===== config.mk =====
export PLATFORM = sky130hd
export DESIGN_NAME = mul_issue
export DESIGN_NICKNAME = d
export VERILOG_FILES = /design/src/vec_cfg_pkg.sv /design/src/vec_op_pkg.sv /design/src/mul_issue.sv
export SDC_FILE = /design/constraint.sdc
export NUM_CORES = 1
export LEC_CHECK = 0
export ABC_AREA = 1
export BUFFER_PORTS_ARGS = -buffer_cell sky130_fd_sc_hd__buf_2
export CORE_AREA = 4 4 193 195
export DETAILED_ROUTE_END_ITERATION = 6
export DIE_AREA = 0 0 197 199
export HOLD_SLACK_MARGIN = 0.15
export SLEW_MARGIN = 5
export SYNTH_ARGS = -nofsm -noshare
export SYNTH_HDL_FRONTEND = slang
export SYNTH_SLANG_ARGS = --single-unit

===== constraint.sdc =====
create_clock -name clk_i -period 5.8 [get_ports clk_i]
set_clock_uncertainty 0.05 [all_clocks]
set_input_delay 0.29 -clock clk_i [delete_from_list [all_inputs] [get_ports clk_i]]
set_output_delay 0.29 -clock clk_i [all_outputs]
set_load 0.01 [all_outputs]

===== src/vec_cfg_pkg.sv =====
////////////////////////////////////////////////////////////
// Datapath sizes, element widths and multiplier latencies
// shared by all blocks of the vector multiply unit
////////////////////////////////////////////////////////////

`default_nettype none

package vec_cfg_pkg;

  // Datapath and queue sizes
  localparam int unsigned ElenBits         = 64;
  localparam int unsigned StrbBits         = ElenBits / 8;
  localparam int unsigned VregWords        = 8;
  localparam int unsigned MaxVl            = 64;
  localparam int unsigned InsnQueueDepth   = 4;
  localparam int unsigned ResultQueueDepth = 2;
  localparam int unsigned NrInsnIds        = 8;

  // Pipeline depth of each SIMD multiplier
  localparam int unsigned LatMulEw8  = 1;
  localparam int unsigned LatMulEw16 = 1;
  localparam int unsigned LatMulEw32 = 2;
  localparam int unsigned LatMulEw64 = 3;

  typedef enum logic [1:0] {
    EW8  = 2'd0,
    EW16 = 2'd1,
    EW32 = 2'd2,
    EW64 = 2'd3
  } vew_e;

  typedef logic [ElenBits-1:0]          elen_t;
  typedef logic [StrbBits-1:0]          strb_t;
  typedef logic [$clog2(MaxVl):0]       vl_t;
  typedef logic [5:0]                   vaddr_t;
  typedef logic [$clog2(NrInsnIds)-1:0] insn_id_t;

  // One word split into elements of each width
  typedef union packed {
    logic [7:0][7:0]  b;
    logic [3:0][15:0] h;
    logic [1:0][31:0] s;
    logic [0:0][63:0] d;
  } elem_word_u;

  // Elements carried by one word, capped by what is left
  function automatic vl_t word_elems(vew_e vew, vl_t left);
    vl_t per_word;
    per_word = vl_t'(StrbBits >> vew);
    return (left < per_word) ? left : per_word;
  endfunction

endpackage

`default_nettype wire


===== src/vec_op_pkg.sv =====
////////////////////////////////////////////////////////////
// Multiply opcodes, instruction format and the payloads
// passed between issue, multipliers and register file
////////////////////////////////////////////////////////////

`default_nettype none

package vec_op_pkg;

  typedef enum logic [1:0] {
    VMUL   = 2'd0,
    VMULH  = 2'd1,
    VMULHU = 2'd2,
    VMACC  = 2'd3
  } mul_op_e;

  // Instruction as handed over by the sequencer
  typedef struct packed {
    mul_op_e               op;
    vec_cfg_pkg::vew_e     vew;
    vec_cfg_pkg::vl_t      vl;
    logic [2:0]            vd;
    vec_cfg_pkg::insn_id_t id;
    logic                  vm;  // unmasked when set
    logic                  use_scalar;
    vec_cfg_pkg::elen_t    scalar;
    logic                  use_vs1;
    logic                  use_vs2;
    logic                  use_vd;
  } mul_insn_t;

  // One register file write
  typedef struct packed {
    vec_cfg_pkg::insn_id_t id;
    vec_cfg_pkg::vaddr_t   addr;
    vec_cfg_pkg::elen_t    wdata;
    vec_cfg_pkg::strb_t    be;
  } result_t;

  // One word operation for a multiplier
  typedef struct packed {
    mul_op_e            op;
    vec_cfg_pkg::elen_t a;
    vec_cfg_pkg::elen_t b;
    vec_cfg_pkg::elen_t c;
    vec_cfg_pkg::strb_t mask;
  } mul_req_t;

endpackage

`default_nettype wire


===== src/mul_issue.sv =====
////////////////////////////////////////////////////////////
// Issue stage: waits for all needed operands and the mask,
// then hands one word to the multiplier of the right width
////////////////////////////////////////////////////////////

`default_nettype none

module mul_issue (
  input  logic                     clk_i,
  input  logic                     rst_ni,
  input  vec_op_pkg::mul_insn_t    insn_i,
  input  logic                     insn_valid_i,
  input  vec_cfg_pkg::elen_t [2:0] operand_i,
  input  logic [2:0]               operand_valid_i,
  output logic [2:0]               operand_ready_o,
  input  vec_cfg_pkg::strb_t       mask_i,
  input  logic                     mask_valid_i,
  output logic                     mask_ready_o,
  output vec_op_pkg::mul_req_t     mul_req_o,
  output logic [3:0]               mul_valid_o,
  input  logic [3:0]               mul_ready_i,
  output logic                     issue_done_o
);
  import vec_cfg_pkg::*;
  import vec_op_pkg::*;

  logic       busy_q;
  vl_t        left_q;
  vl_t        left;
  vl_t        issue_elems;
  logic [2:0] need;
  logic       operands_ok;
  logic       fire;
  elem_word_u scalar_in;
  elem_word_u scalar_rep;

  // A new instruction starts from its full vl
  assign left        = busy_q ? left_q : insn_i.vl;
  assign issue_elems = word_elems(insn_i.vew, left);

  // Operand queues read by this instruction
  assign need[0] = insn_i.use_vs1 & ~insn_i.use_scalar;
  assign need[1] = insn_i.use_vs2;
  assign need[2] = insn_i.use_vd;

  assign operands_ok = insn_valid_i & (&(operand_valid_i | ~need))
                     & (mask_valid_i | insn_i.vm);
  assign fire        = operands_ok & mul_ready_i[insn_i.vew];

  always_comb begin
    mul_valid_o             = '0;
    mul_valid_o[insn_i.vew] = operands_ok;
  end

  // Acknowledge exactly what was consumed
  assign operand_ready_o = fire ? need : 3'b000;
  assign mask_ready_o    = fire & ~insn_i.vm;
  assign issue_done_o    = fire & (left == issue_elems);

  // Scalar copied into every element of the word
  assign scalar_in = insn_i.scalar;

  always_comb begin
    unique case (insn_i.vew)
      EW8:     scalar_rep.b = {8{scalar_in.b[0]}};
      EW16:    scalar_rep.h = {4{scalar_in.h[0]}};
      EW32:    scalar_rep.s = {2{scalar_in.s[0]}};
      default: scalar_rep.d = scalar_in.d;
    endcase
  end

  assign mul_req_o.op   = insn_i.op;
  assign mul_req_o.a    = insn_i.use_scalar ? elen_t'(scalar_rep) : operand_i[0];
  assign mul_req_o.b    = operand_i[1];
  assign mul_req_o.c    = operand_i[2];
  assign mul_req_o.mask = mask_i;

  always_ff @(posedge clk_i or negedge rst_ni) begin
    if (!rst_ni) begin
      busy_q <= 1'b0;
      left_q <= '0;
    end else if (fire) begin
      busy_q <= ~issue_done_o;
      left_q <= left - issue_elems;
    end
  end

endmodule

`default_nettype wire


==> qor.yml <==
status: "complete, no violations"
port_buffers: 225
grt_max_degree: 62
crit_required_ns: 5.46
n_antenna_cell: 0
resize_count_post_cts: 0
rsz0062_at_grt: "false"
antenna_violations_before_repair: 1
cts_buffer_depth: 2
path_class: "input pin to output pin"
core_region_area_mm2: 0.03540
critical_path.cell_chain: "buf_2 -> inv_1 -> nor2_2 -> inv_1 -> ha_1 -> a21oi_1 -> nand2_1 -> nand2_1 -> nand2_2 -> nand2_1 -> nand2_1 -> ha_1 -> nand3_1 -> nor2_1 -> and3_1 -> buf_2"
pin_count: 508
synthesized_nets: 892
die_height_um: 199
yosysSeqAreaShare: 0.06130
first_global_vias: 3803
avgViaCountPerCell: 3.618
worst_setup_path_end_kind: "output pin"
syn_area_per_cell_um2: 5.563
cts_inserted_buffers: 3
cts.htree.levels: 1
leading_cell_type_in_the_layout_fill_and_taps_excluded: "sky130_fd_sc_hd__buf_2"
report.final.hold_viol_count: 0
period_minus_slack_ns: 3.827
cts_sinks: 8
clock_latency_ns: 0.23
rows: 69
hold-worst-slack_ns: 0.3881
worst_path_largest_cell_delay_ns: 0.67
worstSetupStartpointType: "input pin"
critPathTopFamily: "simple AND/OR/NAND/NOR gates"
most_numerous_cell_on_the_critical_path: "sky130_fd_sc_hd__nand2_1"
cp_max_fo: 13
cts-root-buf: "sky130_fd_sc_hd__clkbuf_16"
starting_density: 0.09226
final_cell_mix: "225 x sky130_fd_sc_hd__buf_2, 179 x sky130_fd_sc_hd__nand2_1, 47 x sky130_fd_sc_hd__nor2_1"
floorplan.die.width_um: 197
die-area_mm2: 0.03920
wire_per_inst_um: 16.98
globalRouteOverflowTotal: 0
slew_viol_final: 0
hold_path_class: "input pin to asynchronous set/reset pin"
drv.max_cap_violation_count: 0
timing.setup.tns_ns: 0
cell_count_after_synthesis: 587
cts_tree: "done"
drt_first_iter_violations: 221
hpwlAfterDp_um: 15170
fraction_of_final_layout_cells_sized_beyond_drive_strength_1: 0.3784
grt_pass1_wl_um: 24850
grt_util_all_layers: 0.08706
cp.buffers_inverters: 4
drc: 0
power_per_cell_area_mw_per_mm2: 196.8
globalplace.congestion: 0.7729
timing.max_slew.rel_slack: 0.4275
cts_post_setup_buffers_inserted: 0
setup_viol: 0
worstPathArrival_ns: 3.49
count_of_warnings_emitted_by_yosys: 0
syn-cell-area_mm2: 0.003266
syn2layout_area_growth_pct: 20.27
nFillCells: 4226
totalWireLength_um: 19000
leakagePower_nw: 2.062
tightest_slew_ns: 0.8578
layout_worst_path_cycle_share: 0.6598
number_of_antenna_violating_nets_in_the_routed_design: 0
clk_pin_slew_worst_paths_ns: 0.04
critical_path.slowest_cell: "sky130_fd_sc_hd__nor2_2"
finalNetCount: 965
synth_seq_cells: 8
detail_route.first_pass.iterations: 4
yosys.cell_types.count: 29
cts-hold-fix-buffers: 1
fmax_mhz: 261.3
vias: 4049
power.ir.vdd_worst_mv: 0.09628
-- routing by layer --
layer  up-vias  share of wire  track usage
li1       1890              -            -
met1      1787           0.37      0.09973
met2       280           0.46       0.1434
met3        92           0.11      0.02812
met4         0          0.064      0.04905
met5         -              0            0
-- sequential cells by signal (all words and copies together), names as in the netlist --
| name | cells |
|---|---|
| busy_q | 1 |
| left_q | 7 |
-- path summary, 6_finish.rpt --
check,start,to,slack [ns],depth (start not counted)
worst min register to register,left_q[4]$_DFFE_PN0P_,left_q[4]$_DFFE_PN0P_,0.42,2
worst max register to register,busy_q$_DFFE_PN0P_,left_q[4]$_DFFE_PN0P_,2.40,20
min in group clk_i,left_q[4]$_DFFE_PN0P_,left_q[4]$_DFFE_PN0P_,0.42,2
worst min-delay path,rst_ni,left_q[4]$_DFFE_PN0P_,0.39,2
max in group asynchronous,rst_ni,left_q[2]$_DFFE_PN0P_,5.14,2
worst max-delay path,insn_i[82],issue_done_o,1.97,16
-- synth_stat cells --
cell type,count,area (um^2)
sky130_fd_sc_hd__a21oi_1,43,215.2
sky130_fd_sc_hd__and3_1,1,6.260
sky130_fd_sc_hd__dfrtp_1,8,200.2
sky130_fd_sc_hd__nand4_1,2,12.51
sky130_fd_sc_hd__inv_2,6,22.52
sky130_fd_sc_hd__a31oi_1,15,93.84
sky130_fd_sc_hd__o21ai_1,14,70.07
sky130_fd_sc_hd__buf_2,6,30.03
sky130_fd_sc_hd__nor2_4,2,22.52
sky130_fd_sc_hd__nor2_2,2,12.51
sky130_fd_sc_hd__or2_1,1,6.260
sky130_fd_sc_hd__ha_1,7,87.58
sky130_fd_sc_hd__o21ai_0,37,185.2
sky130_fd_sc_hd__buf_6,1,11.26
sky130_fd_sc_hd__xnor2_1,2,17.52
sky130_fd_sc_hd__fa_1,1,20.02
sky130_fd_sc_hd__nand3_2,1,10.01
sky130_fd_sc_hd__nand2_2,3,18.77
sky130_fd_sc_hd__buf_1,6,22.52
sky130_fd_sc_hd__clkbuf_1,7,26.28
sky130_fd_sc_hd__a21boi_0,1,7.510
sky130_fd_sc_hd__nor2_1,47,176.4
sky130_fd_sc_hd__nand2_1,179,671.9
sky130_fd_sc_hd__or2_2,2,12.51
sky130_fd_sc_hd__buf_4,143,1074
sky130_fd_sc_hd__nand3_1,26,130.1
sky130_fd_sc_hd__xor2_1,1,8.760
sky130_fd_sc_hd__nand3b_1,2,15.01
sky130_fd_sc_hd__inv_1,21,78.83
-- metrics by stage --
step | instance area (um^2) | utilization | cells | power (mW) | setup slack, ns
after CTS | 3928 | 0.1110 | 1119 | 0.7788 | 1.896
after floorplan | 3266 | - | 587 | 0.5553 | 2.813
after global placement | 3842 | 0.1086 | 1115 | 0.6495 | 1.925
after global routing | 3928 | 0.1110 | 1119 | 0.8597 | 1.605
after detailed placement | 3842 | 0.1086 | 1115 | 0.6586 | 1.885
final | 3928 | 0.1110 | 1119 | 0.7728 | 1.973
-- cell families (layout without fill, tap and decap cells) --
family                   count (synthesis)  in the layout  synth area share
XOR/XNOR                                 3              3          0.008047
flip-flops                               8              8           0.06130
AND/OR/NAND/NOR                        268            268            0.3352
AO/OA/AOI/OAI                          110            110            0.1751
buffers and inverters                  190            261            0.3874
adder cells (fa/ha/maj)                  8              8           0.03295
-- report_power, final --
part / internal [mW] / switching [mW]
Sequential: 0.0814 / 0.0162
Clock: 0.0888 / 0.0262
Combinational: 0.215 / 0.345
Total: 0.385 / 0.387
-- cell type report --
| type | instances | area (um^2) | area share |
|---|---|---|---|
| clock buffers | 3 | 75.07 | 0.01911 |
| well taps | 461 | 576.8 | 0.1469 |
| multi-input cells | 389 | 1800 | 0.4584 |
| repair buffers | 231 | 1174 | 0.2988 |
| inverters | 27 | 101.3 | 0.02580 |
| flip-flops and latches | 8 | 200.2 | 0.05097 |
(Power assumes the default switching activity.)
