[config.mk]
export PLATFORM = sky130hd
export DESIGN_NAME = mul_insn_queue
export DESIGN_NICKNAME = d
export VERILOG_FILES = /design/src/vec_cfg_pkg.sv /design/src/vec_op_pkg.sv /design/src/mul_insn_queue.sv
export SDC_FILE = /design/constraint.sdc
export NUM_CORES = 1
export LEC_CHECK = 0
export ABC_CLOCK_PERIOD_IN_PS = 3900
export BUFFER_PORTS_ARGS = -buffer_cell sky130_fd_sc_hd__buf_4
export CORE_ASPECT_RATIO = 2
export CORE_MARGIN = 2
export CORE_UTILIZATION = 28
export CTS_BUF_LIST = sky130_fd_sc_hd__clkbuf_4
export DETAILED_ROUTE_END_ITERATION = 12
export SYNTH_ARGS = -nofsm -noshare
export SYNTH_HDL_FRONTEND = slang
export SYNTH_SLANG_ARGS = --single-unit
[constraint.sdc]
create_clock -name clk_i -period 3.9 [get_ports clk_i]
set_input_delay 0.78 -clock clk_i [delete_from_list [all_inputs] [get_ports clk_i]]
set_output_delay 0.78 -clock clk_i [all_outputs]
set_load 0.01 [all_outputs]
[src/vec_cfg_pkg.sv]
////////////////////////////////////////////////////////////
// Datapath sizes, element widths and multiplier latencies
// shared by all blocks of the vector multiply unit
////////////////////////////////////////////////////////////

`default_nettype none

package vec_cfg_pkg;

  // Datapath and queue sizes
  localparam int unsigned ElenBits         = 64;
  localparam int unsigned StrbBits         = ElenBits / 8;
  localparam int unsigned VregWords        = 8;
  localparam int unsigned MaxVl            = 64;
  localparam int unsigned InsnQueueDepth   = 4;
  localparam int unsigned ResultQueueDepth = 2;
  localparam int unsigned NrInsnIds        = 8;

  // Pipeline depth of each SIMD multiplier
  localparam int unsigned LatMulEw8  = 1;
  localparam int unsigned LatMulEw16 = 1;
  localparam int unsigned LatMulEw32 = 2;
  localparam int unsigned LatMulEw64 = 3;

  typedef enum logic [1:0] {
    EW8  = 2'd0,
    EW16 = 2'd1,
    EW32 = 2'd2,
    EW64 = 2'd3
  } vew_e;

  typedef logic [ElenBits-1:0]          elen_t;
  typedef logic [StrbBits-1:0]          strb_t;
  typedef logic [$clog2(MaxVl):0]       vl_t;
  typedef logic [5:0]                   vaddr_t;
  typedef logic [$clog2(NrInsnIds)-1:0] insn_id_t;

  // One word split into elements of each width
  typedef union packed {
    logic [7:0][7:0]  b;
    logic [3:0][15:0] h;
    logic [1:0][31:0] s;
    logic [0:0][63:0] d;
  } elem_word_u;

  // Elements carried by one word, capped by what is left
  function automatic vl_t word_elems(vew_e vew, vl_t left);
    vl_t per_word;
    per_word = vl_t'(StrbBits >> vew);
    return (left < per_word) ? left : per_word;
  endfunction

endpackage

`default_nettype wire

[src/vec_op_pkg.sv]
////////////////////////////////////////////////////////////
// Multiply opcodes, instruction format and the payloads
// passed between issue, multipliers and register file
////////////////////////////////////////////////////////////

`default_nettype none

package vec_op_pkg;

  typedef enum logic [1:0] {
    VMUL   = 2'd0,
    VMULH  = 2'd1,
    VMULHU = 2'd2,
    VMACC  = 2'd3
  } mul_op_e;

  // Instruction as handed over by the sequencer
  typedef struct packed {
    mul_op_e               op;
    vec_cfg_pkg::vew_e     vew;
    vec_cfg_pkg::vl_t      vl;
    logic [2:0]            vd;
    vec_cfg_pkg::insn_id_t id;
    logic                  vm;  // unmasked when set
    logic                  use_scalar;
    vec_cfg_pkg::elen_t    scalar;
    logic                  use_vs1;
    logic                  use_vs2;
    logic                  use_vd;
  } mul_insn_t;

  // One register file write
  typedef struct packed {
    vec_cfg_pkg::insn_id_t id;
    vec_cfg_pkg::vaddr_t   addr;
    vec_cfg_pkg::elen_t    wdata;
    vec_cfg_pkg::strb_t    be;
  } result_t;

  // One word operation for a multiplier
  typedef struct packed {
    mul_op_e            op;
    vec_cfg_pkg::elen_t a;
    vec_cfg_pkg::elen_t b;
    vec_cfg_pkg::elen_t c;
    vec_cfg_pkg::strb_t mask;
  } mul_req_t;

endpackage

`default_nettype wire

[src/mul_insn_queue.sv]
////////////////////////////////////////////////////////////
// In-order instruction queue with one read pointer per
// phase; an entry is freed only once it has committed
////////////////////////////////////////////////////////////

`default_nettype none

module mul_insn_queue (
  input  logic                  clk_i,
  input  logic                  rst_ni,
  input  vec_op_pkg::mul_insn_t insn_i,
  input  logic                  insn_valid_i,
  output logic                  insn_ready_o,
  input  logic                  issue_done_i,
  input  logic                  process_done_i,
  input  logic                  commit_done_i,
  output vec_op_pkg::mul_insn_t issue_insn_o,
  output logic                  issue_valid_o,
  output vec_op_pkg::mul_insn_t proc_insn_o,
  output logic                  proc_valid_o,
  output vec_op_pkg::mul_insn_t commit_insn_o,
  output logic                  commit_valid_o
);
  import vec_cfg_pkg::*;
  import vec_op_pkg::*;

  localparam int unsigned PntBits = $clog2(InsnQueueDepth);

  typedef logic [PntBits-1:0] pnt_t;
  typedef logic [PntBits:0]   cnt_t;

  // Read pointer and pending count of one phase
  typedef struct packed {
    pnt_t pnt;
    cnt_t cnt;
  } phase_t;

  // Count grows on accept, pointer moves when the phase finishes
  function automatic phase_t phase_step(phase_t p, logic add, logic done);
    phase_t n;
    n = p;
    if (done) begin
      n.pnt = p.pnt + pnt_t'(1);
    end
    n.cnt = p.cnt + cnt_t'(add) - cnt_t'(done);
    return n;
  endfunction

  mul_insn_t [InsnQueueDepth-1:0] insn_q;
  pnt_t                           accept_pnt_q;
  phase_t                         issue_q;
  phase_t                         proc_q;
  phase_t                         commit_q;
  logic                           accept;

  // Commit count covers every instruction still held
  assign insn_ready_o = (commit_q.cnt != cnt_t'(InsnQueueDepth));
  assign accept       = insn_valid_i & insn_ready_o;

  assign issue_insn_o   = insn_q[issue_q.pnt];
  assign issue_valid_o  = (issue_q.cnt != '0);
  assign proc_insn_o    = insn_q[proc_q.pnt];
  assign proc_valid_o   = (proc_q.cnt != '0);
  assign commit_insn_o  = insn_q[commit_q.pnt];
  assign commit_valid_o = (commit_q.cnt != '0);

  always_ff @(posedge clk_i or negedge rst_ni) begin
    if (!rst_ni) begin
      accept_pnt_q <= '0;
      issue_q      <= '0;
      proc_q       <= '0;
      commit_q     <= '0;
    end else begin
      if (accept) begin
        accept_pnt_q <= accept_pnt_q + pnt_t'(1);
      end
      issue_q  <= phase_step(issue_q, accept, issue_done_i);
      proc_q   <= phase_step(proc_q, accept, process_done_i);
      commit_q <= phase_step(commit_q, accept, commit_done_i);
    end
  end

  always_ff @(posedge clk_i) begin
    if (accept) begin
      insn_q[accept_pnt_q] <= insn_i;
    end
  end

endmodule

`default_nettype wire

==> results.yml, run 1 <==
setup_path:
  critPathKind: "reg -> out"
  max_stage_delay_ns: 0.79
  crit_fanout: 22
  worstSetupEndpointType: "output pin"
  critPathMostFrequentCell: "buf_4"
  cp.arrival_ns: 2.70
  worstPathRequired_ns: 3.12
  crit_chain: "buf_4 -> mux4_2 -> buf_4"
  startpoint_type: "flop"
  crit_path_top_delay_cell: "dfrtp_4"
pwr:
  p_int_mw: 12.1
  p_comb_share_pct: 52.4
  p_clk_share_pct: 16.1
  p_switching_mw: 7.04
  p_per_area_nw_per_um2: 863
  p_leak_nw: 7.74
  ir_worst_vdd_mv: 0.409
  seqPwrFrac_pct: 31.6
  sw_frac_of_total_pct: 36.7
  totalPowerFinal_mw: 19.2
final_layout:
  drive_gt1_share_pct: 64.0
  final_nets: 1253
  synthToLayoutAreaGrowth_pct: 26.9
  design_area_um2: 22200
  instances_no_fill: 2008
  final_common_cell: "buf_4"
  final_cell_mix: "buf_4, edfxtp_1, mux4_2, clkbuf_4, clkinv_1"
  utilization_pct: 36.0
cts:
  clockRootBuffer: "clkbuf_4"
  numCtsBuffers: 85
  cts_tree: "yes"
  cts.sinks: 361
  clk_latency_ns: 0.78
  cts_htree_levels: 3
  clkTransAtPathRegs_ns: 0.07
  cts_resized: 0
  cts_max_path_buffers: 3
synth:
  postSynthCellCount: 745
  synth_seq_cells: 361
  synthDistinctLibCells: 22
  synth_area_per_cell_um2: 23.5
  yosysWarnings: 0
  syn_area_um2: 17500
  syn_nets: 847
  ys_seq_area_share_pct: 61.4
timing:
  worstMarginPinSlew_ns: 0.775
  slew_viol_final: 0
  setup_ws_ns: 0.420
  finalHoldViolCount: 0
  rsz0062_at_grt: "no"
  fin_crit_sh_pct: 89.2
  post-route-min-period_ns: 3.48
  fmax_mhz: 287
  relSlewSlack_pct: 48.4
  setup_violations: 0
  finClkSkew_ns: 0.0453
  fin_setup_tns_ns: 0
  hold-worst-slack_ns: 0.190
run:
  cap_viol_max_count: 0
detailed_routing:
  wl_met3_mm: 3.69
  wl_met2_mm: 28.3
  vias_per_cell: 4.97
  wirelength_mm: 50.3
  drtIter0Drc: 437
  drc_errors: 0
  num_vias: 9984
  drtPass1Iterations: 4
  wl_met1_mm: 16.0
  detail-route-antenna-nets: 0
  wl_per_cell_um: 25.1
  top_layer_used: "met5"
floorplanning:
  die_w_um: 181
  fp.dieH_um: 358
  core_area_um2: 61800
  placementRows: 129
  num_io_pins: 354
  die_area_um2: 64700
  start_util_pct: 28.3
place:
  gp_congestion: 0.749
  hpwl_mm: 32.9
  place_inst: 1849
  io_buffers: 353
  pre_cts_slack_ns: 1.13
  dpl_cell_area_um2: 21100
global_routing:
  grt_max_degree: 87
  grt_pass1_vias: 11294
  grt_antenna_before_repair: 9
  grt_pass1_wl_mm: 73.1
  grt_util_all_layers_pct: 15.5
  grt_overflow: 0
status:
  status: "finished clean"
min_path:
  hp-class: "in -> reg"
==> per-layer routing <==
layer  vias to the layer above  global-route usage [%]
met4                        12                    8.15
li1                       4235                       -
met2                       402                    29.6
met3                       124                    4.71
met1                      5211                    14.7
met5                         -                       0
==> path summary, 6_finish.rpt <==
path                        startpoint               to  slack, ns  cells after the start
setup / recovery            issue_q[3]  issue_insn_o[0]       0.42                      3
hold / removal              insn_i[78]      insn_q[336]       0.19                      1
setup reg to reg           commit_q[2]      insn_q[199]       1.52                      4
hold reg to reg             issue_q[2]       issue_q[2]       0.47                      1
max in group asynchronous       rst_ni       issue_q[4]       3.22                      2
min in group asynchronous       rst_ni        proc_q[4]       0.42                      2
==> sequential cells by signal, summed over array words and instances (netlist names) <==
signal / flops
insn_q: 344
commit_q: 5
accept_pnt_q: 2
issue_q: 5
proc_q: 5
==> cells in the mapped netlist <==
master     instances  area share, %
nand2_1            7           0.15
nand4bb_1          4           0.26
buf_8              3           0.26
o211ai_1           5           0.21
nand2b_1           9           0.32
fa_1               3           0.34
mux4_2           258             33
nor3b_2            1          0.071
buf_2             24           0.69
buf_6              6           0.39
xor2_1             3           0.15
or4bb_1            1          0.064
and3_1             4           0.14
clkbuf_1          13           0.28
edfxtp_1         344             59
inv_1              9           0.19
buf_12             3           0.34
ha_1               7           0.50
or3_1              3           0.11
dfrtp_1           17            2.4
buf_4             12           0.51
xnor2_1            9           0.45
==> logic make-up after synthesis <==
kind of cell	after synthesis	synth area share (%)
and+or+nand+nor	29	1.11
adders and majority gates	10	0.843
DFF	361	61.4
xor gates and xnor gates	12	0.600
muxes	258	33.2
buffers and inverters	70	2.66
AOI/OAI and AO/OA	5	0.214
==> area by class of cell <==
class | instances | area [um^2]
Clock inverter | 38 | 216
Timing Repair Buffer | 380 | 3020
Tap cell | 786 | 983
Sequential cell | 361 | 10800
Fill cell | 5804 | 39600
Clock buffer | 117 | 878
Antenna cell | 3 | 7.51
Multi-Input combinational cell | 314 | 6320
Inverter | 9 | 33.8
==> power by group through the flow <==
| stage | Clock, mW | Sequential (mW) | Combinational [mW] |
|---|---|---|---|
| after floorplan | 0 | 5.59 | 6.13 |
| after global placement | 0 | 6.10 | 10.2 |
| after detailed placement | 0 | 6.19 | 10.3 |
| after CTS | 3.24 | 6.11 | 10.3 |
| after global routing | 3.39 | 6.21 | 10.7 |
| final | 3.08 | 6.06 | 10.0 |
==> timing repair <==
action / 4_1_cts / 5_1_grt
buffers inserted: 0 / 0
hold buffers: 1 / 0
setup endpoints to repair: 0 / 0
endpoints found under the hold margin: 17 / 0
==> critical path, delay by kind of cell, from the launching register on <==
kind	cells	cell delay [ns]
flops	1	0.79
buf+inv	2	0.56
mux	1	0.56
No activity file was read; power rests on OpenSTA's default activity.
==> run 2, diff against run 1 <==
==> constraint.sdc (replaced) <==
create_clock -name clk_i -period 3.9 [get_ports clk_i]
set_input_delay 0.195 -clock clk_i [delete_from_list [all_inputs] [get_ports clk_i]]
set_output_delay 0.195 -clock clk_i [all_outputs]
set_load 0.01 [all_outputs]
==> run 2 against run 1 <==
  * Non-clock buffer count rose by 88
  * Largest power group unchanged
  * Final cell count rose by 4.5%
  * Count of clock-buffer cells in the layout rose by 7
  * Sequential share of layout area fell by 1.9 points
  * First-iteration DRC count fell by 3.7%
  * Setup slack improved by 0.39 ns
  * Via count rose by 3.8%
  * Critical path type unchanged
  * Combinational power barely moved
  * Sequential cell count did not move
==> results.yml, run 2 (synthesis gave the netlist of run 1 again) <==
detailed_routing:
  drtIter0Drc: 421
  vias_per_cell: 4.94
  drtPass1Iterations: 6
  detail-route-antenna-nets: 0
  wirelength_mm: 50.5
  num_vias: 10365
  drc_errors: 0
  wl_per_cell_um: 24.1
global_routing:
  grt_overflow: 0
  grt_util_all_layers_pct: 15.5
  grt_max_degree: 54
  grt_pass1_wl_mm: 73.3
  use_met2_pct: 29.8
  grt_pass1_vias: 11558
  met3_usage_pct: 3.77
  met1_usage_pct: 15.4
  busiest_layer: "met2"
  grt_antenna_before_repair: 8
final_layout:
  utilization_pct: 37.5
  drive_gt1_share_pct: 59.5
  top_register: "insn_q"
  synthToLayoutAreaGrowth_pct: 32.2
  nFillCells: 5728
  largest_reg_flops: 344
  instances_no_fill: 2098
  final_common_cell: "buf_4"
  final_cell_mix: "buf_4, edfxtp_1, mux4_2, clkbuf_4, dlygate4sd3_1"
  final_nets: 1343
floorplanning:
  die_w_um: 181
  placementRows: 129
  num_io_pins: 354
  die_area_um2: 64700
  fp.dieH_um: 358
  start_util_pct: 28.3
  core_area_um2: 61800
timing:
  relSlewSlack_pct: 43.5
  finalHoldViolCount: 0
  worstMarginPinSlew_ns: 0.845
  post-route-min-period_ns: 3.10
  rsz0062_at_grt: "no"
  finClkSkew_ns: 0.0415
  slew_viol_final: 0
  setup_violations: 0
  hold-worst-slack_ns: 0.157
  fmax_mhz: 323
  fin_crit_sh_pct: 79.4
  fin_setup_tns_ns: 0
setup_path:
  worstSetupEndpointType: "output pin"
  worstPathRequired_ns: 3.70
  crit_buf_inv: 2
  cp_top_family: "flip-flops"
  max_stage_delay_ns: 0.91
  critPathKind: "reg -> out"
  cp.arrival_ns: 2.90
  worstSetupStartpoint: "issue_q[3]"
  crit_chain: "buf_12 -> mux4_2 -> buf_4"
  crit_fanout: 33
  r2r-start: "commit_q[2]"
  startpoint_type: "flop"
  crit_path_top_delay_cell: "dfrtp_4"
cts:
  cts_resized: 0
  clockRootBuffer: "clkbuf_4"
  numCtsBuffers: 87
  clk_latency_ns: 0.78
  cts.sinks: 361
  cts_tree: "yes"
  cts_htree_levels: 3
  cts_max_path_buffers: 3
  clkTransAtPathRegs_ns: 0.07
pwr:
  ir_worst_vdd_mv: 0.403
  sw_frac_of_total_pct: 36.3
  p_clk_share_pct: 16.5
  p_comb_share_pct: 51.7
  p_per_area_nw_per_um2: 834
  p_leak_nw: 8.13
  p_int_mw: 12.3
  seqPwrFrac_pct: 31.8
  totalPowerFinal_mw: 19.3
  p_switching_mw: 7.01
status:
  status: "finished clean"
min_path:
  hp-class: "in -> reg"
  hp-start: "insn_i[59]"
place:
  io_buffers: 353
  hpwl_mm: 34.0
  place_inst: 1846
  gp_congestion: 0.752
run:
  cap_viol_max_count: 0
[run 2: cell types whose count changed in the layout (fill, tap and decap cells not counted)]
cell	delta
clkinvlp_4	-1
dlygate4sd3_1	+91
diode_2	-1
buf_12	-1
inv_2	-1
clkinv_2	-4
bufinv_16	+1
clkbuf_4	+7
buf_4	-2
clkinv_1	+1
[run 2: final timing paths]
kind                                     to  slack (ns)  cells after the start
max                        issue_insn_o[75]        0.80                      3
min                             insn_q[231]        0.16                      2
max reg2reg                     insn_q[153]        1.68                      4
min reg2reg                       proc_q[2]        0.48                      1
max in group asynchronous         proc_q[3]        2.65                      3
min in group asynchronous        issue_q[1]        0.62                      3
[run 2: power groups by stage]
stage	sequential (mW)	clock, mW	combinational, mW
global placement	6.17	0	10.1
global route	6.27	3.50	10.6
finish	6.13	3.19	9.98
CTS	6.17	3.35	10.2
floorplan	5.59	0	6.13
detailed placement	6.25	0	10.1
[run 2: layout make-up]
type | instances | area, um^2 | area share (%)
clock buffers | 124 | 931 | 4.02
flip-flops and latches | 361 | 10800 | 46.5
multi-input cells | 314 | 6320 | 27.3
well taps | 786 | 983 | 4.25
diodes | 2 | 5.00 | 0.0216
clock inverters | 34 | 219 | 0.945
inverters | 9 | 33.8 | 0.146
repair buffers | 468 | 3890 | 16.8
[run 2: per-stage QoR]
step / cell area [um^2] / worst slack, ns
6_report: 23200 / 0.805
5_1_grt: 23200 / 0.624
4_1_cts: 23200 / 0.636
3_5_place_dp: 21100 / 1.56
3_3_place_gp: 21100 / 1.55
2_1_floorplan: 17500 / 0.599
[run 2: repair_timing]
| item | in CTS | in global routing |
|---|---|---|
| endpoints found under the hold margin | 400 | 0 |
| hold buffers | 92 | 0 |
| buffers inserted | 0 | 0 |
[run 2: routing by layer]
layer / up-vias / share of wire [%]
li1: 4414 / -
met4: 12 / 4.2
met5: - / 0.13
met3: 126 / 6.0
met1: 5398 / 33
met2: 415 / 56
