File: src/vec_cfg_pkg.sv
////////////////////////////////////////////////////////////
// Datapath sizes, element widths and multiplier latencies
// shared by all blocks of the vector multiply unit
////////////////////////////////////////////////////////////

`default_nettype none

package vec_cfg_pkg;

  // Datapath and queue sizes
  localparam int unsigned ElenBits         = 64;
  localparam int unsigned StrbBits         = ElenBits / 8;
  localparam int unsigned VregWords        = 8;
  localparam int unsigned MaxVl            = 64;
  localparam int unsigned InsnQueueDepth   = 4;
  localparam int unsigned ResultQueueDepth = 2;
  localparam int unsigned NrInsnIds        = 8;

  // Pipeline depth of each SIMD multiplier
  localparam int unsigned LatMulEw8  = 1;
  localparam int unsigned LatMulEw16 = 1;
  localparam int unsigned LatMulEw32 = 2;
  localparam int unsigned LatMulEw64 = 3;

  typedef enum logic [1:0] {
    EW8  = 2'd0,
    EW16 = 2'd1,
    EW32 = 2'd2,
    EW64 = 2'd3
  } vew_e;

  typedef logic [ElenBits-1:0]          elen_t;
  typedef logic [StrbBits-1:0]          strb_t;
  typedef logic [$clog2(MaxVl):0]       vl_t;
  typedef logic [5:0]                   vaddr_t;
  typedef logic [$clog2(NrInsnIds)-1:0] insn_id_t;

  // One word split into elements of each width
  typedef union packed {
    logic [7:0][7:0]  b;
    logic [3:0][15:0] h;
    logic [1:0][31:0] s;
    logic [0:0][63:0] d;
  } elem_word_u;

  // Elements carried by one word, capped by what is left
  function automatic vl_t word_elems(vew_e vew, vl_t left);
    vl_t per_word;
    per_word = vl_t'(StrbBits >> vew);
    return (left < per_word) ? left : per_word;
  endfunction

endpackage

`default_nettype wire

File: src/vec_op_pkg.sv
////////////////////////////////////////////////////////////
// Multiply opcodes, instruction format and the payloads
// passed between issue, multipliers and register file
////////////////////////////////////////////////////////////

`default_nettype none

package vec_op_pkg;

  typedef enum logic [1:0] {
    VMUL   = 2'd0,
    VMULH  = 2'd1,
    VMULHU = 2'd2,
    VMACC  = 2'd3
  } mul_op_e;

  // Instruction as handed over by the sequencer
  typedef struct packed {
    mul_op_e               op;
    vec_cfg_pkg::vew_e     vew;
    vec_cfg_pkg::vl_t      vl;
    logic [2:0]            vd;
    vec_cfg_pkg::insn_id_t id;
    logic                  vm;  // unmasked when set
    logic                  use_scalar;
    vec_cfg_pkg::elen_t    scalar;
    logic                  use_vs1;
    logic                  use_vs2;
    logic                  use_vd;
  } mul_insn_t;

  // One register file write
  typedef struct packed {
    vec_cfg_pkg::insn_id_t id;
    vec_cfg_pkg::vaddr_t   addr;
    vec_cfg_pkg::elen_t    wdata;
    vec_cfg_pkg::strb_t    be;
  } result_t;

  // One word operation for a multiplier
  typedef struct packed {
    mul_op_e            op;
    vec_cfg_pkg::elen_t a;
    vec_cfg_pkg::elen_t b;
    vec_cfg_pkg::elen_t c;
    vec_cfg_pkg::strb_t mask;
  } mul_req_t;

endpackage

`default_nettype wire

File: src/mul_result_queue.sv
////////////////////////////////////////////////////////////
// Collects multiplier words in processing order and writes
// them to the register file, flagging finished instructions
////////////////////////////////////////////////////////////

`default_nettype none

module mul_result_queue (
  input  logic                             clk_i,
  input  logic                             rst_ni,
  input  vec_op_pkg::mul_insn_t            proc_insn_i,
  input  logic                             proc_valid_i,
  input  vec_op_pkg::mul_insn_t            commit_insn_i,
  input  logic                             commit_valid_i,
  input  vec_cfg_pkg::elen_t [3:0]         mul_result_i,
  input  vec_cfg_pkg::strb_t [3:0]         mul_mask_i,
  input  logic [3:0]                       mul_valid_i,
  output logic [3:0]                       mul_ready_o,
  output logic                             process_done_o,
  output logic                             commit_done_o,
  output vec_op_pkg::result_t              result_o,
  output logic                             result_req_o,
  input  logic                             result_gnt_i,
  output logic [vec_cfg_pkg::NrInsnIds-1:0] done_o
);
  import vec_cfg_pkg::*;
  import vec_op_pkg::*;

  localparam int unsigned PntBits = $clog2(ResultQueueDepth);

  typedef logic [PntBits:0] cnt_t;

  result_t [ResultQueueDepth-1:0] queue_q;
  logic [PntBits-1:0] wr_pnt_q;
  logic [PntBits-1:0] rd_pnt_q;
  cnt_t               cnt_q;
  logic               full;
  logic               push;
  logic               pop;
  logic               proc_busy_q;
  logic               commit_busy_q;
  vl_t                proc_left_q;
  vl_t                proc_left;
  vl_t                proc_elems;
  vl_t                commit_left_q;
  vl_t                commit_left;
  vl_t                commit_elems;
  logic [StrbBits:0]  tail;
  result_t            entry;

  assign full = (cnt_q == cnt_t'(ResultQueueDepth));
  assign push = proc_valid_i & mul_valid_i[proc_insn_i.vew] & ~full;
  assign pop  = result_req_o & result_gnt_i;

  // Only the multiplier of the processing width is drained
  always_comb begin
    mul_ready_o                  = '0;
    mul_ready_o[proc_insn_i.vew] = proc_valid_i & ~full;
  end

  assign proc_left      = proc_busy_q ? proc_left_q : proc_insn_i.vl;
  assign proc_elems     = word_elems(proc_insn_i.vew, proc_left);
  assign process_done_o = push & (proc_left == proc_elems);

  // One enable per byte of the elements still inside vl
  assign tail = ({{StrbBits{1'b0}}, 1'b1} << (proc_elems << proc_insn_i.vew)) - 1'b1;

  always_comb begin
    entry.id    = proc_insn_i.id;
    entry.addr  = vaddr_t'(proc_insn_i.vd * VregWords)
                + vaddr_t'((proc_insn_i.vl - proc_left) >> (2'd3 - proc_insn_i.vew));
    entry.wdata = mul_result_i[proc_insn_i.vew];
    entry.be    = tail[StrbBits-1:0]
                & (proc_insn_i.vm ? '1 : mul_mask_i[proc_insn_i.vew]);
  end

  assign result_req_o = (cnt_q != '0);
  assign result_o     = queue_q[rd_pnt_q];

  // Commit side counts granted elements of the oldest instruction
  assign commit_left   = commit_busy_q ? commit_left_q : commit_insn_i.vl;
  assign commit_elems  = word_elems(commit_insn_i.vew, commit_left);
  assign commit_done_o = pop & commit_valid_i & (commit_left == commit_elems);

  always_comb begin
    done_o                   = '0;
    done_o[commit_insn_i.id] = commit_done_o;
  end

  always_ff @(posedge clk_i or negedge rst_ni) begin
    if (!rst_ni) begin
      wr_pnt_q      <= '0;
      rd_pnt_q      <= '0;
      cnt_q         <= '0;
      proc_busy_q   <= 1'b0;
      proc_left_q   <= '0;
      commit_busy_q <= 1'b0;
      commit_left_q <= '0;
    end else begin
      cnt_q <= cnt_q + cnt_t'(push) - cnt_t'(pop);
      if (push) begin
        wr_pnt_q    <= wr_pnt_q + 1'b1;
        proc_busy_q <= ~process_done_o;
        proc_left_q <= proc_left - proc_elems;
      end
      if (pop) begin
        rd_pnt_q <= rd_pnt_q + 1'b1;
      end
      if (pop && commit_valid_i) begin
        commit_busy_q <= ~commit_done_o;
        commit_left_q <= commit_left - commit_elems;
      end
    end
  end

  always_ff @(posedge clk_i) begin
    if (push) begin
      queue_q[wr_pnt_q] <= entry;
    end
  end

endmodule

`default_nettype wire

File: config.mk
export PLATFORM = sky130hd
export DESIGN_NAME = mul_result_queue
export DESIGN_NICKNAME = d
export VERILOG_FILES = /design/src/vec_cfg_pkg.sv /design/src/vec_op_pkg.sv /design/src/mul_result_queue.sv
export SDC_FILE = /design/constraint.sdc
export NUM_CORES = 1
export LEC_CHECK = 0
export ABC_AREA = 1
export BUFFER_PORTS_ARGS = -buffer_cell sky130_fd_sc_hd__buf_2
export CAP_MARGIN = 20
export CELL_PAD_IN_SITES_DETAIL_PLACEMENT = 1
export CELL_PAD_IN_SITES_GLOBAL_PLACEMENT = 2
export CORE_AREA = 8 8 211 213
export CTS_CLUSTER_SIZE = 14
export DETAILED_ROUTE_END_ITERATION = 6
export DIE_AREA = 0 0 219 221
export GPL_ROUTABILITY_DRIVEN = 0
export PLACE_DENSITY_LB_ADDON = 0.1
export SLEW_MARGIN = 10
export SYNTH_ARGS = -nofsm -noshare
export SYNTH_HDL_FRONTEND = slang
export SYNTH_SLANG_ARGS = --single-unit
File: constraint.sdc
create_clock -name clk_i -period 8.83 [get_ports clk_i]
set_input_delay 0.4415 -clock clk_i [delete_from_list [all_inputs] [get_ports clk_i]]
set_output_delay 0.4415 -clock clk_i [all_outputs]
set_load 0.02 [all_outputs]
==> results.sh, run 1 <==
export IMPL_setup_viol=0
export IMPL_antenna_found_initial=4
export IMPL_ys_flop_type="edfxtp_1"
export IMPL_crit_family="buffers and inverters"
export IMPL_maxSlewHeadroom_pct=31.4
export IMPL_crit_top_cell="nand2_1"
export IMPL_synth_cell_type_count=50
export IMPL_coreArea_um2=41300
export IMPL_die_y_um=221
export IMPL_holdWs_ps=187
export IMPL_max_freq_mhz=204
export IMPL_drv_slew=0
export IMPL_rows=75
export IMPL_cts_hold_buf=1
export IMPL_path_buf_inv=5
export IMPL_design_area_um2=13300
export IMPL_htreeDepth=4
export IMPL_io_buffers=420
export IMPL_final_layout_size_suffix_gt1_share_pct=32.8
export IMPL_drc=0
export IMPL_post_drt_wl_per_cell_um=19.9
export IMPL_yosys_register_bits=182
export IMPL_ys_warn_count=0
export IMPL_syn_num_nets=1586
export IMPL_ant_nets=0
export IMPL_start_kind="input pin"
export IMPL_io_pins=565
export IMPL_fin_crit_ps=4890
export IMPL_critPathMaxFanout=74
export IMPL_num_nets_final=1983
export IMPL_drt_pass1_iterations=4
export IMPL_crit_type="input pin to output port"
export IMPL_cts_resized=0
export IMPL_grt_pass1_vias=9933
export IMPL_post_route_util_pct=32.1
export IMPL_synthCells=1090
export IMPL_numCtsBuffers=17
export IMPL_gr_usage_all_layers_pct=16.5
export IMPL_status="finished, final reports clean"
export IMPL_dp_hpwl_um=30900
export IMPL_cpMaxStageDelayCell="buf_4"
export IMPL_via_per_inst=4.58
export IMPL_hold_viol=0
export IMPL_synth_area_um2=9910
export IMPL_maxCapViolations=0
export IMPL_required_ps=8390
export IMPL_area_delta_synth_final_pct=33.7
export IMPL_vias=9364
export IMPL_seqCellArea_um2=5370
export IMPL_rsz0062_at_grt="no"
export IMPL_yosysSeqAreaShare_pct=54.1
export IMPL_setup_tns_ps=0
export IMPL_cts_clk_slew_worst_paths_ps=70
export IMPL_grt_max_degree=77
export IMPL_grt_ovfl_total=0
export IMPL_fp_dieW_um=219
export IMPL_cp_data_arrival_time_ps=4450
export IMPL_grt_pass1_wl_um=61100
export IMPL_dpl_cell_area_um2=12600
export IMPL_avgSynthCellArea_um2=9.09
export IMPL_drt_initial_drc_count=281
export IMPL_wirelength_um=40600
export IMPL_crit_chain="buf_2 -> inv_1 -> nor2_4 -> buf_4 -> inv_1 -> ha_1 -> nand2_1 -> nand2_1 -> nand2_1 -> nand2_4 -> nand2_1 -> nand2_1 -> ha_1 -> nand3_1 -> nor4_1 -> buf_2"
export IMPL_cp_end_kind="output port"
export IMPL_cts_setup_buffers=0
export IMPL_root_buffer="clkbuf_16"
export IMPL_p_per_area_nw_per_um2=295
export IMPL_tightest_slew_ps=1030
export IMPL_multi_input_area_um2=4150
export IMPL_cts_tree="built"
export IMPL_holdCritPathClass="input pin to flip-flop"
export IMPL_start_util_pct=24.0
export IMPL_fillers=4996
export IMPL_synthArstFlopShare_pct=11.0
export IMPL_leakagePower_nw=6.21
export IMPL_finalClockSkew_ps=5.28
export IMPL_synth_edf_count=162
export IMPL_period_share_pct=55.4
export IMPL_die_area_um2=48400
export IMPL_insertion_delay_ps=430
export IMPL_ir_drop_mv=0.147
export IMPL_slowest_delay_ps=650
export IMPL_clock_path_buffers=2
export IMPL_cts_sinks=182
[registers in the layout (all words and copies together) (netlist names)]
signal / cells
queue_q: 162
commit_left_q: 7
proc_left_q: 7
cnt_q: 2
commit_busy_q: 1
proc_busy_q: 1
rd_pnt_q: 1
wr_pnt_q: 1
[layout make-up]
type	count	area share (%)
Antenna cell	4	0.0755
Clock buffer	19	3.27
Clock inverter	13	1.34
Inverter	57	1.62
Multi-Input combinational cell	794	31.3
Sequential cell	182	40.5
Tap cell	539	5.09
Timing Repair Buffer	435	16.8
[synth_stat cells, drive strengths merged, types with 2 or more instances]
master	count	area (µm²)
nor4	2	12.5
a221o	3	30.0
nor3	10	61.3
mux2i	3	30.0
a221oi	7	61.3
ha	23	288
clkbuf	36	135
nor2	30	130
or2	6	40.0
a21oi	12	60.1
a22oi	97	728
a211oi	2	15.0
fa	4	80.1
o21ai	30	165
dfrtp	20	500
xor2	11	96.3
edfxtp	162	4860
nand2	455	1730
xnor2	7	61.3
buf	21	87.6
nand3	70	360
inv	56	210
a31oi	2	12.5
nand4	8	56.3
[final timing paths]
kind                            slack (ps)  depth (start not counted)                    startpoint                           end
worst max-delay path                  3940                         16               proc_insn_i[82]                process_done_o
worst min-delay path                   190                          1               proc_insn_i[70]         queue_q[79]$_DFFE_PP_
worst max register to register        4950                         19       proc_busy_q$_DFFE_PN0P_          queue_q[4]$_DFFE_PP_
worst min register to register         480                          2  commit_left_q[4]$_DFFE_PN0P_  commit_left_q[4]$_DFFE_PN0P_
max in group asynchronous             7870                          2                        rst_ni          rd_pnt_q$_DFFE_PN0P_
min in group asynchronous              520                          2                        rst_ni  commit_left_q[0]$_DFFE_PN0P_
[placed cells by master, fill, tap and decap left out, drive strengths merged, types with 2 or more instances in the layout]
cell    Yosys  routed
nand2     455     455
buf        21     434
edfxtp    162     162
a22oi      97      97
nand3      70      70
inv        56      58
o21ai      30      30
nor2       30      30
ha         23      23
dfrtp      20      20
clkbuf     36      19
a21oi      12      12
xor2       11      11
nor3       10      10
nand4       8       8
a221oi      7       7
xnor2       7       7
clkinv      1       7
or2         6       6
diode       0       4
fa          4       4
bufinv      0       4
mux2i       3       3
a221o       3       3
a211oi      2       2
nor4        2       2
a31oi       2       2
[per-stage QoR]
stage | setup WS (ps) | total power (W) | instances
final | 3940 | 0.00391 | 2043
after global routing | 3500 | 0.00425 | 2040
after CTS | 3780 | 0.00401 | 2039
after detailed placement | 3640 | 0.00319 | 2006
after global placement | 3640 | 0.00317 | 2005
after floorplan | 3020 | 0.00248 | 1090
[cells by family after synthesis]
kind of cell	Yosys count	synth area share, %
flip-flops	182	54.1
multiplexers	3	0.303
AND/OR/NAND/NOR	583	24.2
buffers and inverters	114	4.41
adder cells (fa/ha/maj)	27	3.71
AO/OA/AOI/OAI	163	11.7
XOR/XNOR	18	1.59
[per-layer routing]
metal / GRT usage [%] / wire (µm)
met4: 4.03 / 490
met1: 20.5 / 17600
met2: 28.5 / 20000
met5: 0 / 10
met3: 3.67 / 2470
[worst register-to-register path: stages, from the launching register on]
cell and delay (ps):
dfrtp_1 510, o21ai_0 460, inv_1 160, ha_1 270
nor3_4 460, nand3_1 210, nand3_1 150, nand3_1 120
nand2_1 80, nand3_1 100, nor2_2 150, inv_1 50
nor2_1 180, inv_1 70, ha_1 170, inv_1 100
nor2_4 60, nand2_1 70, xnor2_1 160, nor2_1 80
[power by group]
group	switching [W]	internal, W
logic	0.00129	0.000626
clock network	0.000331	0.000474
registers	0.0000585	0.00113
Note: power is estimated with default switching activity, not from simulation.
==> run 2: changes to the inputs <==
--- a/config.mk
+++ b/config.mk
@@ -5,15 +5,15 @@
 export SDC_FILE = /design/constraint.sdc
 export NUM_CORES = 1
 export LEC_CHECK = 0
-export ABC_AREA = 1
+export ABC_AREA = 0
 export BUFFER_PORTS_ARGS = -buffer_cell sky130_fd_sc_hd__buf_2
 export CAP_MARGIN = 20
 export CELL_PAD_IN_SITES_DETAIL_PLACEMENT = 1
 export CELL_PAD_IN_SITES_GLOBAL_PLACEMENT = 2
-export CORE_AREA = 8 8 211 213
+export CORE_AREA = 8 8 216 218
 export CTS_CLUSTER_SIZE = 14
 export DETAILED_ROUTE_END_ITERATION = 6
-export DIE_AREA = 0 0 219 221
+export DIE_AREA = 0 0 224 226
 export GPL_ROUTABILITY_DRIVEN = 0
 export PLACE_DENSITY_LB_ADDON = 0.1
 export SLEW_MARGIN = 10
==> constraint.sdc (replaced) <==
create_clock -name clk_i -period 3.9 [get_ports clk_i]
set_input_delay 0.195 -clock clk_i [delete_from_list [all_inputs] [get_ports clk_i]]
set_output_delay 0.195 -clock clk_i [all_outputs]
set_load 0.02 [all_outputs]
==> results.sh, run 2 <==
export IMPL_top_regs="queue_q: 162 flops, commit_left_q: 7 flops, proc_left_q: 7 flops"
export IMPL_synthTopCellsByArea="edfxtp_1, mux4_2, mux2_2"
export IMPL_crit_chain="buf_6 -> mux2_2 -> ha_1 -> o21a_1 -> o21ai_2 -> buf_4 -> a31oi_1 -> ha_1 -> nand4_1 -> nor3_4 -> nand2_1 -> nor3_1 -> buf_2"
export IMPL_fp_dieW_um=224
export IMPL_maxCapViolations=0
export IMPL_critPathCapture="done_o[1]"
export IMPL_die_area_um2=50600
export IMPL_cts_tree="built"
export IMPL_tightest_slew_ps=821
export IMPL_final_common_cell="buf_2"
export IMPL_p_seq_share_pct=30.4
export IMPL_grt_max_degree=82
export IMPL_fin_crit_ps=3630
export IMPL_finalClockSkew_ps=11.7
export IMPL_final_cell_mix="buf_2, edfxtp_1, mux2_2"
export IMPL_wirelength_um=37200
export IMPL_grt_pass1_wl_um=53900
export IMPL_num_nets_final=1605
export IMPL_grt_pass1_vias=8199
export IMPL_hold_depth=2
export IMPL_synth_area_um2=10100
export IMPL_final_layout_size_suffix_gt1_share_pct=59.5
export IMPL_cts_sinks=182
export IMPL_ys_flop_type="edfxtp_1"
export IMPL_p_sw_w=0.00352
export IMPL_synthCells=667
export IMPL_ys_warn_count=0
export IMPL_start_kind="flip-flop"
export IMPL_p_clk_share_pct=20.2
export IMPL_io_pins=565
export IMPL_insertion_delay_ps=440
export IMPL_period_share_pct=93.0
export IMPL_setup_viol=0
export IMPL_ir_drop_mv=0.298
export IMPL_startpoint="commit_busy_q$_DFFE_PN0P_"
export IMPL_ant_nets=0
export IMPL_cp_data_arrival_time_ps=3430
export IMPL_numCtsBuffers=17
export IMPL_htreeDepth=4
export IMPL_post_drt_wl_per_cell_um=21.7
export IMPL_coreArea_um2=43500
export IMPL_dp_hpwl_um=29400
export IMPL_die_y_um=226
export IMPL_worstReg2RegStart="proc_busy_q$_DFFE_PN0P_"
export IMPL_yosys_register_bits=182
export IMPL_synth_edf_count=162
export IMPL_maxSlewHeadroom_pct=45.2
export IMPL_p_per_area_nw_per_um2=666
export IMPL_combPwrFrac_pct=49.4
export IMPL_io_buffers=420
export IMPL_design_area_um2=13800
export IMPL_avgSynthCellArea_um2=15.1
export IMPL_drt_pass1_iterations=4
export IMPL_yosysSeqAreaShare_pct=53.2
export IMPL_antenna_found_initial=4
export IMPL_yosys_top_cells_count="edfxtp_1, mux2_2, mux4_2, nor2_1, nand2_1"
export IMPL_gr_usage_all_layers_pct=14.4
export IMPL_place_ws_ps=227
export IMPL_cp_end_kind="output port"
export IMPL_yosys_area_top_type_share_pct=48.3
export IMPL_hold_viol=0
export IMPL_start_util_pct=23.2
export IMPL_max_freq_mhz=276
export IMPL_synth_cell_type_count=55
export IMPL_rrSetupSlack_ps=290
export IMPL_cts_clk_slew_worst_paths_ps=70
export IMPL_crit_type="flip-flop to output port"
export IMPL_path_buf_inv=3
export IMPL_critPathMaxFanout=10
export IMPL_root_buffer="clkbuf_16"
export IMPL_drt_initial_drc_count=292
export IMPL_synth_top_cell_by_area="edfxtp_1"
export IMPL_p_int_w=0.00567
export IMPL_syn_num_nets=1163
export IMPL_crit_top_cell="ha_1"
export IMPL_swShare_pct=38.3
export IMPL_synthArstFlopShare_pct=11.0
export IMPL_cp_num_cells=13
export IMPL_drc=0
export IMPL_largest_reg_flops=162
export IMPL_r2r_cells=14
export IMPL_leakagePower_nw=5.59
export IMPL_r2r_end="queue_q[87]$_DFFE_PP_"
export IMPL_top_register="queue_q"
export IMPL_slowest_delay_ps=400
export IMPL_setup_ws_ps=274
export IMPL_via_per_inst=4.42
export IMPL_cpMaxStageDelayCell="dfrtp_1"
export IMPL_rows=77
export IMPL_required_ps=3700
export IMPL_area_delta_synth_final_pct=37.0
export IMPL_crit_family="simple AND/OR/NAND/NOR gates"
export IMPL_grt_ovfl_total=0
export IMPL_drv_slew=0
export IMPL_holdCritPathClass="input pin to flip-flop"
export IMPL_dpl_cell_area_um2=13100
export IMPL_clock_path_buffers=2
export IMPL_vias=7583
export IMPL_post_route_util_pct=31.8
export IMPL_status="finished, final reports clean"
export IMPL_post_synth_top_count_cell="edfxtp_1"
[run 2: cell types whose count changed after synthesis, moves of 8 or more]
cell,before,now
clkbuf_1,36,20
mux2i_1,3,14
nand3_1,68,8
a21oi_1,12,20
nand2_1,450,28
nor2_1,27,40
nand2b_1,0,15
inv_1,52,15
a22oi_1,97,1
mux4_2,0,74
mux2_2,0,85
[run 2: power by group through the flow]
stage          combinational (W)  sequential, W  clock, W
5_1_grt                  0.00504        0.00284   0.00201
2_1_floorplan            0.00299        0.00273         0
6_report                 0.00454        0.00280   0.00186
3_5_place_dp             0.00451        0.00284         0
3_3_place_gp             0.00449        0.00284         0
4_1_cts                  0.00456        0.00280   0.00194
[run 2: logic make-up (layout without fill, tap and decap cells)]
family	after synthesis	after routing	synth area share, %
buffers and inverters	55	510	2.23
adder cells (fa/ha/maj)	27	27	3.65
AO/OA/AOI/OAI	86	86	5.40
flip-flops	182	182	53.2
multiplexers	175	175	27.9
AND/OR/NAND/NOR	123	123	5.99
other	0	1	0
XOR/XNOR	19	19	1.65
[run 2: metal layers]
| metal | global-route usage, % | routed length [µm] | up-vias | share of wire [%] |
|---|---|---|---|---|
| met5 | 0 | 23 | - | 0.062 |
| met4 | 3.74 | 506 | 4 | 1.4 |
| met3 | 4.79 | 2660 | 28 | 7.2 |
| met2 | 23.4 | 17900 | 229 | 48 |
| met1 | 18.1 | 16100 | 3804 | 43 |
| li1 | - | - | 3518 | - |
[run 2: worst reg2reg max path: cells and delay by family (launching register included)]
kind,cells,cell delay [ps]
adders and majority gates,1,230
AOI/OAI and AO/OA,4,650
DFF,1,480
and+or+nand+nor,6,1590
buffers and inverters,3,530
[run 2: worst min-delay path by stage]
stage               startpoint                           end  slack (ps)
2_1_floorplan           rst_ni            cnt_q[0]$_DFF_PN0_        -100
3_3_place_gp            rst_ni     commit_busy_q$_DFFE_PN0P_         210
3_5_place_dp            rst_ni  commit_left_q[0]$_DFFE_PN0P_         210
4_1_cts        proc_insn_i[72]        queue_q[156]$_DFFE_PP_          70
5_1_grt        proc_insn_i[72]         queue_q[75]$_DFFE_PP_          80
6_report       proc_insn_i[72]        queue_q[156]$_DFFE_PP_         100
[run 2: stage by stage]
step           hold WS [ps]  total power (W)  setup TNS, ps  cells
2_1_floorplan          -101          0.00572        -194030    667
4_1_cts                66.0          0.00930              0   1708
6_report               99.8          0.00919              0   1715
5_1_grt                81.3          0.00989          -4.93   1715
3_3_place_gp            215          0.00733              0   1671
3_5_place_dp            213          0.00736              0   1671
[run 2: area by class of cell]
cell class	count	area (µm²)
Fill cell	4747	29600
Sequential cell	182	5370
Multi-Input combinational cell	430	4540
Timing Repair Buffer	461	2470
Tap cell	592	741
Clock buffer	18	429
Clock inverter	14	196
Inverter	17	66.3
Antenna cell	1	2.50
[run 2: repair_timing]
action / in CTS / in global routing
pin swaps: 1 / 4
gates resized for setup: 0 / 9
endpoints found under the setup margin: 1 / 14
buffers inserted: 1 / 6
hold buffers: 4 / 0
gates cloned: 0 / 0
hold endpoints to repair: 26 / 0
==> run 3: changes to the inputs <==
--- a/config.mk
+++ b/config.mk
@@ -10,12 +10,14 @@
 export CAP_MARGIN = 20
 export CELL_PAD_IN_SITES_DETAIL_PLACEMENT = 1
 export CELL_PAD_IN_SITES_GLOBAL_PLACEMENT = 2
-export CORE_AREA = 8 8 216 218
+export CORE_AREA = 8 8 211 213
 export CTS_CLUSTER_SIZE = 14
 export DETAILED_ROUTE_END_ITERATION = 6
-export DIE_AREA = 0 0 224 226
+export DIE_AREA = 0 0 219 221
 export GPL_ROUTABILITY_DRIVEN = 0
+export HOLD_SLACK_MARGIN = 0.06
 export PLACE_DENSITY_LB_ADDON = 0.1
+export SKIP_LAST_GASP = 1
 export SLEW_MARGIN = 10
 export SYNTH_ARGS = -nofsm -noshare
 export SYNTH_HDL_FRONTEND = slang
==> constraint.sdc (replaced) <==
create_clock -name clk_i -period 4.06 [get_ports clk_i]
set_input_delay 0.203 -clock clk_i [delete_from_list [all_inputs] [get_ports clk_i]]
set_output_delay 0.203 -clock clk_i [all_outputs]
set_load 0.02 [all_outputs]
==> results.sh, run 3 (synthesis results as in run 2) <==
export IMPL_status="finished, final reports clean"
export IMPL_holdWs_ps=141
export IMPL_top_register="queue_q"
export IMPL_maxCapViolations=0
export IMPL_io_buffers=420
export IMPL_cts_tree="built"
export IMPL_finalClockSkew_ps=9.11
export IMPL_maxSlewHeadroom_pct=44.5
export IMPL_drc=0
export IMPL_fillers=4535
export IMPL_critPathMaxFanout=13
export IMPL_cp_end_kind="output port"
export IMPL_crit_chain="buf_6 -> mux2_2 -> ha_1 -> o21a_1 -> o21ai_4 -> buf_4 -> a21oi_1 -> a31oi_1 -> ha_1 -> nand4_1 -> nor3_4 -> nand2b_1 -> nor3_1 -> buf_2"
export IMPL_num_nets_final=1598
export IMPL_start_kind="flip-flop"
export IMPL_ir_drop_mv=0.340
export IMPL_r2r_cells=15
export IMPL_crit_top_cell="ha_1"
export IMPL_drv_slew=0
export IMPL_io_pins=565
export IMPL_coreArea_um2=41300
export IMPL_max_freq_mhz=264
export IMPL_htreeDepth=4
export IMPL_ant_nets=0
export IMPL_leakagePower_nw=5.57
export IMPL_area_delta_synth_final_pct=36.2
export IMPL_fin_crit_ps=3780
export IMPL_die_y_um=221
export IMPL_grt_max_degree=51
export IMPL_cts_sinks=182
export IMPL_p_per_area_nw_per_um2=630
export IMPL_slowest_delay_ps=410
export IMPL_insertion_delay_ps=440
export IMPL_seqCellArea_um2=5370
export IMPL_via_per_inst=4.55
export IMPL_final_common_cell="buf_2"
export IMPL_required_ps=3860
export IMPL_grt_pass1_vias=8316
export IMPL_post_drt_wl_per_cell_um=21.7
export IMPL_cpMaxStageDelayCell="dfrtp_1"
export IMPL_period_share_pct=93.1
export IMPL_dp_hpwl_um=28700
export IMPL_hold_depth=4
export IMPL_drt_initial_drc_count=267
export IMPL_root_buffer="clkbuf_16"
export IMPL_wirelength_um=35900
export IMPL_multi_input_area_um2=4550
export IMPL_setup_tns_ps=0
export IMPL_clock_path_buffers=2
export IMPL_path_buf_inv=3
export IMPL_top_regs="queue_q: 162 flops, commit_left_q: 7 flops, proc_left_q: 7 flops"
export IMPL_antenna_found_initial=2
export IMPL_holdCritPathClass="input pin to flip-flop"
export IMPL_gr_usage_all_layers_pct=14.6
export IMPL_rows=75
export IMPL_vias=7533
export IMPL_grt_pass1_wl_um=53100
export IMPL_cp_data_arrival_time_ps=3580
export IMPL_final_cell_mix="buf_2, edfxtp_1, mux2_2"
export IMPL_hold_viol=0
export IMPL_fp_dieW_um=219
export IMPL_setup_viol=0
export IMPL_largest_reg_flops=162
export IMPL_crit_type="flip-flop to output port"
export IMPL_die_area_um2=48400
export IMPL_start_util_pct=24.4
export IMPL_cts_clk_slew_worst_paths_ps=70
export IMPL_drt_pass1_iterations=4
export IMPL_tightest_slew_ps=833
export IMPL_final_layout_size_suffix_gt1_share_pct=59.4
export IMPL_crit_family="simple AND/OR/NAND/NOR gates"
export IMPL_grt_ovfl_total=0
export IMPL_numCtsBuffers=17
export IMPL_cp_num_cells=14
[run 3: per-layer routing]
layer	track usage, %	up-vias	routed length [µm]
li1	-	3507	-
met1	18.2	3794	15500
met2	24.4	213	17500
met3	4.88	17	2640
met4	2.58	2	231
met5	0	-	13
[run 3: worst paths after layout]
| check | start | end | slack [ps] |
|---|---|---|---|
| worst max-delay path | commit_busy_q$_DFFE_PN0P_ | done_o[0] | 280 |
| worst min-delay path | commit_insn_i[81] | commit_left_q[6]$_DFFE_PN0P_ | 140 |
| worst max register to register | proc_busy_q$_DFFE_PN0P_ | queue_q[158]$_DFFE_PP_ | 470 |
| worst min register to register | commit_left_q[0]$_DFFE_PN0P_ | commit_left_q[0]$_DFFE_PN0P_ | 490 |
| max in group asynchronous | rst_ni | rd_pnt_q$_DFFE_PN0P_ | 3430 |
| min in group asynchronous | rst_ni | commit_left_q[0]$_DFFE_PN0P_ | 250 |
[run 3: through the flow]
stage | setup slack, ps | util [%] | instance area [µm²] | cells | total power [W]
6_report | 278 | 33.3 | 13700 | 1654 | 0.00864
5_1_grt | -29.4 | 33.2 | 13700 | 1653 | 0.00930
4_1_cts | 78.8 | 33.0 | 13600 | 1647 | 0.00873
3_5_place_dp | 294 | 31.4 | 13000 | 1611 | 0.00694
3_3_place_gp | 339 | 31.4 | 13000 | 1611 | 0.00692
2_1_floorplan | -1040 | - | 10100 | 667 | 0.00549
[run 3: cell type report]
cell class,instances,share of cell area [%]
flip-flops and latches,182,39.1
well taps,539,4.91
repair buffers,454,17.9
multi-input cells,430,33.1
diodes,1,0.0182
inverters,17,0.483
clock inverters,14,1.34
clock buffers,17,3.10
[run 3: power by group]
group	internal [W]	total, W	switching [W]	leakage [nW]
Sequential	0.00248	0.00271	0.000236	1.72
Clock	0.000936	0.00172	0.000781	0.300
Combinational	0.00185	0.00422	0.00236	3.55
Total	0.00527	0.00864	0.00338	5.57
[run 3: tightest hold or removal path, delay by kind of cell]
| kind | cells | cell delay (ps) |
|---|---|---|
| compound gates | 2 | 180 |
| xor+xnor | 1 | 60 |
| buf+inv | 1 | 100 |
[run 3: repair_timing]
action | 4_1_cts | 5_1_grt
setup buffers | 0 | 6
endpoints found under the setup margin | 1 | 9
hold endpoints to repair | 27 | 0
gates resized for setup | 1 | 9
pin swaps | 0 | 3
hold buffers | 5 | 0
